==> config.mk <==
export PLATFORM = sky130hd
export DESIGN_NAME = debug_unit
export DESIGN_NICKNAME = d
export VERILOG_FILES = /design/src/debug_pkg.sv /design/src/program_loader.sv /design/src/run_monitor.sv /design/src/link_transmitter.sv /design/src/command_sequencer.sv /design/src/debug_unit.sv
export SDC_FILE = /design/constraint.sdc
export NUM_CORES = 1
export LEC_CHECK = 0
export ABC_CLOCK_PERIOD_IN_PS = 3100
export BUFFER_PORTS_ARGS = -buffer_cell sky130_fd_sc_hd__buf_2
export CAP_MARGIN = 20
export CORE_ASPECT_RATIO = 1.1
export CORE_MARGIN = 2
export CORE_UTILIZATION = 40
export CTS_CLUSTER_SIZE = 14
export DETAILED_ROUTE_END_ITERATION = 6
export GPL_TIMING_DRIVEN = 0
export PLACE_DENSITY = 0.69
export SETUP_SLACK_MARGIN = 0.1
export SYNTH_ARGS = -nofsm -noshare
export SYNTH_HDL_FRONTEND = slang
export SYNTH_SLANG_ARGS = --single-unit
==> constraint.sdc <==
create_clock -name i_clock -period 3.1 [get_ports i_clock]
set_input_delay 0.155 -clock i_clock [delete_from_list [all_inputs] [get_ports i_clock]]
set_output_delay 0.155 -clock i_clock [all_outputs]
set_load 0.01 [all_outputs]
==> src/debug_pkg.sv <==
`default_nettype none

package debug_pkg;

  ////////////////////
  // Widths.
  localparam int BYTE_WIDTH      = 8;
  localparam int INSTR_WIDTH     = 32;
  localparam int BYTES_PER_INSTR = 4;   // Link bytes per instruction word.
  localparam int MEM_ADDR_WIDTH  = 11;
  localparam int PC_WIDTH        = 16;
  localparam int CYCLE_WIDTH     = 16;
  localparam int REPORT_BYTES    = 8;   // PC, cycle count, instruction.

  ////////////////////
  // Types.
  typedef logic [BYTE_WIDTH-1:0]                byte_t;
  typedef logic [INSTR_WIDTH-1:0]               instr_t;
  typedef logic [$clog2(BYTES_PER_INSTR)-1:0]   byte_count_t;
  typedef logic [MEM_ADDR_WIDTH-1:0]            mem_addr_t;
  typedef logic [PC_WIDTH-1:0]                  pc_t;
  typedef logic [CYCLE_WIDTH-1:0]               cycle_t;
  typedef logic [$clog2(REPORT_BYTES)-1:0]      report_index_t;

  // Ends a continuous run and also terminates a program load.
  localparam instr_t HALT_WORD = '0;

  ////////////////////
  // Host protocol.
  localparam byte_t CMD_LOAD    = 8'h00;  // Request soft reset and load.
  localparam byte_t CMD_LOAD_GO = 8'h01;  // Program bytes follow.
  localparam byte_t CMD_RUN     = 8'h03;  // Run until HALT.
  localparam byte_t CMD_STEP    = 8'h07;  // Run a single cycle.
  localparam byte_t ACK_LOAD    = 8'h01;  // Soft reset done.

  typedef enum logic [2:0] {
    S_IDLE,
    S_SOFT_RESET,
    S_SEND_ACK,
    S_WAIT_GO,
    S_LOAD,
    S_WAIT_START,
    S_RUN,
    S_REPORT
  } seq_state_t;

endpackage

`default_nettype wire

==> src/program_loader.sv <==
`timescale 1ns/1ps
`default_nettype none

module program_loader (
  input  logic                 i_clock,
  input  logic                 i_reset,
  input  logic                 i_byte_valid,
  input  debug_pkg::byte_t     i_byte,
  input  logic                 i_clear,
  output logic                 o_done,
  output logic                 o_mem_write,
  output debug_pkg::mem_addr_t o_mem_addr,
  output debug_pkg::instr_t    o_mem_data
);

  import debug_pkg::*;

  instr_t      shift_word;     // Bytes of the word in progress.
  instr_t      next_word;
  byte_count_t byte_count;
  logic        word_complete;
  logic        word_is_halt;

  // Most significant byte arrives first, so shift in from the bottom.
  assign next_word     = {shift_word[INSTR_WIDTH-BYTE_WIDTH-1:0], i_byte};
  assign word_complete = i_byte_valid &&
                         (byte_count == byte_count_t'(BYTES_PER_INSTR - 1));
  assign word_is_halt  = (next_word == HALT_WORD);

  ////////////////////
  // Word assembly.
  always_ff @(posedge i_clock) begin
    if (i_byte_valid) begin
      shift_word <= next_word;
    end
    if (word_complete) begin
      o_mem_data <= next_word;  // Held for the write pulse.
    end
  end

  ////////////////////
  // Counters and strobes.
  always_ff @(posedge i_clock) begin
    if (!i_reset) begin
      byte_count  <= '0;
      o_mem_addr  <= '0;
      o_mem_write <= 1'b0;
      o_done      <= 1'b0;
    end else begin
      o_mem_write <= word_complete && !word_is_halt;
      o_done      <= word_complete && word_is_halt;  // End of program.
      if (i_clear) begin
        byte_count <= '0;
        o_mem_addr <= '0;
      end else begin
        if (i_byte_valid) begin
          byte_count <= byte_count + byte_count_t'(1);  // Wraps per word.
        end
        // Address moves on once the write has been issued.
        if (o_mem_write) begin
          o_mem_addr <= o_mem_addr + mem_addr_t'(1);
        end
      end
    end
  end

endmodule

`default_nettype wire

==> src/run_monitor.sv <==
`timescale 1ns/1ps
`default_nettype none

module run_monitor (
  input  logic              i_clock,
  input  logic              i_reset,
  input  logic              i_start,
  input  logic              i_step,
  input  logic              i_clear,
  input  debug_pkg::pc_t    i_pc,
  input  debug_pkg::instr_t i_instruction,
  output logic              o_pc_enable,
  output logic              o_stopped,
  output logic              o_halted,
  output debug_pkg::pc_t    o_snap_pc,
  output debug_pkg::cycle_t o_snap_cycles,
  output debug_pkg::instr_t o_snap_instr
);

  import debug_pkg::*;

  logic   running;
  logic   step_mode;    // Stop after one enabled cycle.
  logic   at_halt;
  logic   stop;
  cycle_t cycle_count;

  assign at_halt     = (i_instruction == HALT_WORD);
  assign o_pc_enable = running && !at_halt;
  // In step mode the first cycle always ends the run.
  assign stop        = running && (at_halt || step_mode);

  ////////////////////
  // Run control.
  always_ff @(posedge i_clock) begin
    if (!i_reset) begin
      running     <= 1'b0;
      step_mode   <= 1'b0;
      o_stopped   <= 1'b0;
      o_halted    <= 1'b0;
      cycle_count <= '0;
    end else begin
      o_stopped <= stop;
      if (i_start) begin
        running   <= 1'b1;
        step_mode <= i_step;
      end else if (stop) begin
        running <= 1'b0;
      end
      if (stop) begin
        o_halted <= at_halt;  // Remember why we stopped.
      end
      if (i_clear) begin
        cycle_count <= '0;
      end else if (o_pc_enable) begin
        cycle_count <= cycle_count + cycle_t'(1);
      end
    end
  end

  // The PC has advanced by the time o_stopped is high.
  always_ff @(posedge i_clock) begin
    if (o_stopped) begin
      o_snap_pc     <= i_pc;
      o_snap_cycles <= cycle_count;
      o_snap_instr  <= i_instruction;
    end
  end

endmodule

`default_nettype wire

==> src/link_transmitter.sv <==
`timescale 1ns/1ps
`default_nettype none

module link_transmitter (
  input  logic              i_clock,
  input  logic              i_reset,
  input  logic              i_send_ack,
  input  logic              i_send_report,
  input  debug_pkg::pc_t    i_snap_pc,
  input  debug_pkg::cycle_t i_snap_cycles,
  input  debug_pkg::instr_t i_snap_instr,
  output logic              o_tx_valid,
  output debug_pkg::byte_t  o_tx_data,
  input  logic              i_tx_ready,
  output logic              o_done
);

  import debug_pkg::*;

  logic                                 busy;
  logic                                 is_report;  // Else a single ACK byte.
  report_index_t                        index;
  logic                                 last_byte;
  logic [REPORT_BYTES*BYTE_WIDTH-1:0]   report_word;
  byte_t                                report_byte;

  ////////////////////
  // Byte select.
  assign report_word = {i_snap_pc, i_snap_cycles, i_snap_instr};

  // Index 0 is the most significant byte of the report.
  assign report_byte = report_word[(REPORT_BYTES - 1 - int'(index)) * BYTE_WIDTH +: BYTE_WIDTH];

  assign o_tx_valid = busy;
  assign o_tx_data  = is_report ? report_byte : ACK_LOAD;
  assign last_byte  = !is_report || (index == report_index_t'(REPORT_BYTES - 1));

  ////////////////////
  // Transfer control.
  always_ff @(posedge i_clock) begin
    if (!i_reset) begin
      busy      <= 1'b0;
      is_report <= 1'b0;
      index     <= '0;
      o_done    <= 1'b0;
    end else begin
      o_done <= 1'b0;
      if (busy) begin
        // Index only moves on a completed transfer.
        if (i_tx_ready) begin
          if (last_byte) begin
            busy   <= 1'b0;
            o_done <= 1'b1;
          end else begin
            index <= index + report_index_t'(1);
          end
        end
      end else if (i_send_ack || i_send_report) begin
        busy      <= 1'b1;
        is_report <= i_send_report;
        index     <= '0;
      end
    end
  end

endmodule

`default_nettype wire

==> src/command_sequencer.sv <==
`timescale 1ns/1ps
`default_nettype none

module command_sequencer (
  input  logic             i_clock,
  input  logic             i_reset,
  input  logic             i_rx_valid,
  input  debug_pkg::byte_t i_rx_data,
  output logic             o_rx_ready,
  input  logic             i_soft_reset_ack,
  output logic             o_soft_reset,
  output logic             o_load_byte_valid,
  output debug_pkg::byte_t o_load_byte,
  input  logic             i_load_done,
  output logic             o_run_start,
  output logic             o_run_step,
  input  logic             i_run_stopped,
  input  logic             i_halted,
  output logic             o_send_ack,
  output logic             o_send_report,
  input  logic             i_tx_done,
  output logic             o_count_clear
);

  import debug_pkg::*;

  seq_state_t state;
  seq_state_t state_next;
  logic       rx_fire;      // Byte accepted this cycle.
  logic       start_cmd;
  logic       step_mode;    // Mode of the last run.

  ////////////////////
  // Handshakes and strobes.
  assign o_rx_ready = (state == S_IDLE) || (state == S_WAIT_GO) ||
                      (state == S_LOAD) || (state == S_WAIT_START);
  assign rx_fire    = i_rx_valid && o_rx_ready;

  assign start_cmd  = (state == S_WAIT_START) && rx_fire &&
                      ((i_rx_data == CMD_RUN) || (i_rx_data == CMD_STEP));

  assign o_soft_reset      = (state == S_SOFT_RESET);
  assign o_load_byte_valid = (state == S_LOAD) && rx_fire;
  assign o_load_byte       = i_rx_data;
  assign o_run_start       = start_cmd;
  assign o_run_step        = (i_rx_data == CMD_STEP);  // Qualified by o_run_start.
  assign o_send_ack        = (state == S_SOFT_RESET) && i_soft_reset_ack;
  assign o_send_report     = (state == S_RUN) && i_run_stopped;
  assign o_count_clear     = (state == S_IDLE) && rx_fire && (i_rx_data == CMD_LOAD);

  ////////////////////
  // Next state.
  always_comb begin
    state_next = state;
    case (state)
      S_IDLE: begin
        if (o_count_clear) begin
          state_next = S_SOFT_RESET;
        end
      end
      S_SOFT_RESET: begin
        if (i_soft_reset_ack) begin
          state_next = S_SEND_ACK;
        end
      end
      S_SEND_ACK: begin
        if (i_tx_done) begin
          state_next = S_WAIT_GO;
        end
      end
      S_WAIT_GO: begin
        if (rx_fire && (i_rx_data == CMD_LOAD_GO)) begin
          state_next = S_LOAD;
        end
      end
      S_LOAD: begin
        if (i_load_done) begin
          state_next = S_WAIT_START;
        end
      end
      S_WAIT_START: begin
        if (start_cmd) begin
          state_next = S_RUN;
        end
      end
      S_RUN: begin
        if (i_run_stopped) begin
          state_next = S_REPORT;
        end
      end
      S_REPORT: begin
        // Only a step that did not hit HALT may continue.
        if (i_tx_done) begin
          state_next = (step_mode && !i_halted) ? S_WAIT_START : S_IDLE;
        end
      end
      default: begin
        state_next = S_IDLE;
      end
    endcase
  end

  always_ff @(posedge i_clock) begin
    if (!i_reset) begin
      state     <= S_IDLE;
      step_mode <= 1'b0;
    end else begin
      state <= state_next;
      if (start_cmd) begin
        step_mode <= o_run_step;
      end
    end
  end

endmodule

`default_nettype wire

==> src/debug_unit.sv <==
`timescale 1ns/1ps
`default_nettype none

module debug_unit (
  input  logic                 i_clock,
  input  logic                 i_reset,
  // Receive link.
  input  logic                 i_rx_valid,
  input  debug_pkg::byte_t     i_rx_data,
  output logic                 o_rx_ready,
  // Transmit link.
  output logic                 o_tx_valid,
  output debug_pkg::byte_t     o_tx_data,
  input  logic                 i_tx_ready,
  // Core soft reset.
  output logic                 o_soft_reset,
  input  logic                 i_soft_reset_ack,
  // Program memory write port.
  output logic                 o_mem_write,
  output debug_pkg::mem_addr_t o_mem_addr,
  output debug_pkg::instr_t    o_mem_data,
  // Core.
  output logic                 o_pc_enable,
  input  debug_pkg::pc_t       i_pc,
  input  debug_pkg::instr_t    i_instruction
);

  import debug_pkg::*;

  logic   load_byte_valid;
  byte_t  load_byte;
  logic   load_done;
  logic   count_clear;
  logic   run_start;
  logic   run_step;
  logic   run_stopped;
  logic   halted;
  logic   send_ack;
  logic   send_report;
  logic   tx_done;
  pc_t    snap_pc;
  cycle_t snap_cycles;
  instr_t snap_instr;

  ////////////////////
  // Control.
  command_sequencer u_sequencer (
    .i_clock           (i_clock),
    .i_reset           (i_reset),
    .i_rx_valid        (i_rx_valid),
    .i_rx_data         (i_rx_data),
    .o_rx_ready        (o_rx_ready),
    .i_soft_reset_ack  (i_soft_reset_ack),
    .o_soft_reset      (o_soft_reset),
    .o_load_byte_valid (load_byte_valid),
    .o_load_byte       (load_byte),
    .i_load_done       (load_done),
    .o_run_start       (run_start),
    .o_run_step        (run_step),
    .i_run_stopped     (run_stopped),
    .i_halted          (halted),
    .o_send_ack        (send_ack),
    .o_send_report     (send_report),
    .i_tx_done         (tx_done),
    .o_count_clear     (count_clear)
  );

  ////////////////////
  // Datapath blocks.
  program_loader u_loader (
    .i_clock      (i_clock),
    .i_reset      (i_reset),
    .i_byte_valid (load_byte_valid),
    .i_byte       (load_byte),
    .i_clear      (count_clear),
    .o_done       (load_done),
    .o_mem_write  (o_mem_write),
    .o_mem_addr   (o_mem_addr),
    .o_mem_data   (o_mem_data)
  );

  run_monitor u_monitor (
    .i_clock       (i_clock),
    .i_reset       (i_reset),
    .i_start       (run_start),
    .i_step        (run_step),
    .i_clear       (count_clear),  // Cycle count restarts with each load.
    .i_pc          (i_pc),
    .i_instruction (i_instruction),
    .o_pc_enable   (o_pc_enable),
    .o_stopped     (run_stopped),
    .o_halted      (halted),
    .o_snap_pc     (snap_pc),
    .o_snap_cycles (snap_cycles),
    .o_snap_instr  (snap_instr)
  );

  link_transmitter u_transmitter (
    .i_clock       (i_clock),
    .i_reset       (i_reset),
    .i_send_ack    (send_ack),
    .i_send_report (send_report),
    .i_snap_pc     (snap_pc),
    .i_snap_cycles (snap_cycles),
    .i_snap_instr  (snap_instr),
    .o_tx_valid    (o_tx_valid),
    .o_tx_data     (o_tx_data),
    .i_tx_ready    (i_tx_ready),
    .o_done        (tx_done)
  );

endmodule

`default_nettype wire

==> impl_metrics.sql <==
INSERT INTO impl_metrics (metric_group, metric, value, unit) VALUES
('outcome', 'status', 'complete, no violations', ''),
('sta', 'rsz0062_at_grt', 'false', ''),
('flow_run', 'max-cap-violations', '0', ''),
('sta', 'period_share', '0.8248', ''),
('grt', 'globalRouteMet2Util', '0.2893', ''),
('min_path', 'holdCritPathClass', 'input port to flip-flop', ''),
('setup_path', 'start_kind', 'flip-flop', ''),
('setup_path', 'arrival', '2.40', 'ns'),
('floorplan', 'core.rowCount', '48', ''),
('synth', 'synth_flop_type', 'sky130_fd_sc_hd__edfxtp_1', ''),
('floorplan', 'initial_core_util', '0.4092', ''),
('sta', 'timing.final.setup_violations', '0', ''),
('grt', 'grt.overflow.total', '0', ''),
('setup_path', 'timing.reg2reg.setup_slack', '0.63', 'ns'),
('floorplan', 'overall_die_width', '124.7', 'um'),
('drt', 'via_count', '4265', ''),
('sta', 'final-hold-violation-count', '0', ''),
('clock_tree', 'cts.path.max_buffers', '2', ''),
('synth', 'yosys_register_bits', '164', ''),
('grt', 'grtUsageMet1', '0.2116', ''),
('finish', 'fillCellCount', '1254', ''),
('grt', 'wire_length_of_the_first_global_routing_pass', '22460', 'um'),
('synth', 'synthTopCellsByArea', 'sky130_fd_sc_hd__edfxtp_1 (56%), sky130_fd_sc_hd__dfxtp_1 (14%), sky130_fd_sc_hd__mux4_2 (5.6%), sky130_fd_sc_hd__nor2_1 (2.8%), sky130_fd_sc_hd__xor2_1 (2.0%)', ''),
('clock_tree', 'tritoncts', 'done', ''),
('sta', 'max_freq', '391.1', 'MHz'),
('placement', 'placed_cell_area', '7308', 'sq um'),
('grt', 'vias_in_the_first_global_route', '4350', ''),
('finish', 'fraction_of_layout_instances_using_a_drive_strength_above_1', '0.3099', ''),
('synth', 'post_synth_inst_count', '420', ''),
('setup_path', 'worst-path-max-fanout', '10', ''),
('synth', 'synthArstFlopShare', '0', ''),
('drt', 'detail_route.wl_per_cell', '17.29', 'um'),
('grt', 'antenna_violations_before_repair', '0', ''),
('pwr', 'ir_drop', '368.3', 'uV'),
('synth', 'arithmetic_cell_share_of_the_synthesized_area_counting_full_adders_half_adders_and_majority_gates', '0.009754', ''),
('finish', 'post_layout_nonfiller_instances', '826', ''),
('setup_path', 'timing_worst_setup_path_type', 'flip-flop to output pin', ''),
('floorplan', 'die-height', '136.8', 'um'),
('sta', 'final.setup.tns', '0', 'ns'),
('finish', 'finish.net_count', '679', ''),
('drt', 'routed_via_density', '5.163', ''),
('sta', 'tightest_slew', '0.9084', 'ns'),
('clock_tree', 'postCtsSetupRepairBufs', '0', ''),
('clock_tree', 'worst_setup_hold_path_clk_slew', '0.06', 'ns'),
('placement', 'post-place-cells', '739', ''),
('floorplan', 'floorplan.die_area', '17060', 'sq um'),
('sta', 'clock-skew-final', '0.006615', 'ns'),
('pwr', 'cellPowerDensity', '558.2', 'nW/um^2'),
('drt', 'finalWirelength', '14280', 'um'),
('synth', 'synth-simple-area-share', '0.1256', ''),
('setup_path', 'timing.critical_path.from', 'u_transmitter.index[1]$_SDFFE_PN0P_', ''),
('synth', 'synth_compound_gate_area_share', '0.04682', ''),
('finish', 'area_growth', '31.84', '%'),
('floorplan', 'pin_count', '117', ''),
('placement', 'dp_hpwl', '9541', 'um'),
('synth', 'combinational_family_with_the_most_area_after_synthesis', 'simple AND/OR/NAND/NOR gates', ''),
('finish', 'final_area', '8456', 'sq um'),
('placement', 'io_buffer_count', '116', ''),
('synth', 'post_synth_instance_area', '6414', 'sq um'),
('drt', 'first_pass_iters', '4', ''),
('finish', 'antenna_cells_inserted', '0', ''),
('grt', 'maximum_number_of_pins_on_one_net_before_global_route_repair', '38', ''),
('clock_tree', 'tritoncts_num_sinks', '164', ''),
('grt', 'globalRouteTotalUtil', '0.1714', ''),
('grt', 'globalRouteMet3Util', '0.04222', ''),
('drt', 'initialDrtViolationCount', '289', ''),
('clock_tree', 'cts-htree-levels', '4', ''),
('placement', 'finalWeightedCongestion', '0.8593', ''),
('min_path', 'min-delay-start', 'i_rx_data[2]', ''),
('synth', 'netlist.top_cell.by_area', 'sky130_fd_sc_hd__edfxtp_1', ''),
('sta', 'final.min_clock_period', '2.557', 'ns');
through the flow:
step | total power, W | worst slack (ns) | hold WS, ns
floorplan | 0.002515 | 0.3396 | 0.2539
global route | 0.004873 | 0.4363 | 0.01340
global placement | 0.002611 | -0.2573 | 0.3350
CTS | 0.004752 | 0.5024 | 0.003351
detailed placement | 0.002618 | 0.6886 | 0.3338
finish | 0.004720 | 0.5431 | 0.03177
cells by family after synthesis:
family          count (synthesis)
compound gates                 42
xor+xnor                       20
fa+ha+maj                       5
buf+inv                        18
flops                         164
mux                            29
simple gates                  142
routing by layer:
layer / up-vias / wire [um]
met5: - / 0
met4: 0 / 317
met3: 26 / 585
met2: 118 / 7316
met1: 2113 / 6060
li1: 2008 / -
layout make-up:
class                           instances  area [sq um]  area share
Buffer                                 14         80.08    0.009470
Clock buffer                           22         474.2     0.05608
Clock inverter                         10         122.6     0.01450
Inverter                                4         15.01    0.001776
Multi-Input combinational cell        238          1834      0.2169
Sequential cell                       164          4486      0.5305
Tap cell                              200         250.2     0.02959
Timing Repair Buffer                  174          1194      0.1412
worst paths after layout:
path                                                     endpoint  cells past startpoint
worst max-delay path                                 o_tx_data[0]                      6
worst min register to register  u_loader.o_mem_data[25]$_DFFE_PP_                      0
worst max register to register  u_loader.o_mem_data[23]$_DFFE_PP_                      5
worst min-delay path             u_loader.o_mem_data[2]$_DFFE_PP_                      1
sequential cells by signal (all words and copies together) (netlist names):
register	flops
u_loader.o_mem_data	32
u_monitor.o_snap_instr	32
u_loader.shift_word	24
u_monitor.cycle_count	16
u_monitor.o_snap_cycles	16
u_monitor.o_snap_pc	16
u_loader.o_mem_addr	11
u_sequencer.state	3
u_transmitter.index	3
u_loader.byte_count	2
u_loader.o_done	1
u_loader.o_mem_write	1
u_monitor.o_halted	1
u_monitor.o_stopped	1
u_monitor.running	1
u_sequencer.step_mode	1
u_transmitter.is_report	1
u_transmitter.o_done	1
u_transmitter.o_tx_valid	1
where the power goes:
group	leakage, nW	internal (W)	total [W]	switching [W]
logic	1.33	0.000134	0.000261	0.000127
clock network	0.283	0.00126	0.00209	0.000832
registers	1.40	0.00235	0.00237	0.0000212
total	3.02	0.00374	0.00472	0.000981
synth_stat cells, drive strengths merged (5+ instances only):
cell type and number:
nor3 8, edfxtp 120, dfxtp 44, nor2 47, ha 5, o21ai 9, o2111ai 5, a21oi 8
mux4 16, mux2i 13, nand4 9, buf 11, nand2 25, nor4 14, xnor2 5, and3 6
xor2 15, nand3 10
critical path: stages (launching register included):
cell	delay (ns)
sky130_fd_sc_hd__dfxtp_1	0.33
sky130_fd_sc_hd__clkbuf_1	0.42
sky130_fd_sc_hd__buf_2	0.38
sky130_fd_sc_hd__mux4_2	0.37
sky130_fd_sc_hd__mux2i_1	0.24
sky130_fd_sc_hd__nand2_1	0.09
sky130_fd_sc_hd__buf_2	0.15
cell usage in the layout (no fill, tap or decap), drive strengths merged, types with 2 or more instances in the layout:
| cell type | n |
|---|---|
| nand4b | 2 |
| dfxtp | 44 |
| and3 | 6 |
| nand2 | 25 |
| o211ai | 2 |
| clkbuf | 25 |
| o21ai | 9 |
| o2111ai | 5 |
| mux4 | 16 |
| or4 | 4 |
| nand2b | 2 |
| xor2 | 15 |
| xnor2 | 5 |
| bufinv | 2 |
| buf | 130 |
| ha | 5 |
| nor2b | 3 |
| or3 | 4 |
| clkinv | 3 |
| nand4 | 9 |
| clkinvlp | 3 |
| edfxtp | 120 |
| a21boi | 4 |
| nand3 | 10 |
| nor3 | 8 |
| o31ai | 4 |
| nor2 | 47 |
| inv | 6 |
| a21oi | 8 |
| dlygate4sd3 | 55 |
| and2 | 2 |
| nor4 | 14 |
| mux2i | 13 |
repair_timing:
action                                  CTS  global route
hold endpoints to repair                 62             0
gates resized for setup                   0             0
hold buffers                             55             0
endpoints found under the setup margin    0             0
Note: power is estimated with default switching activity, not from simulation.
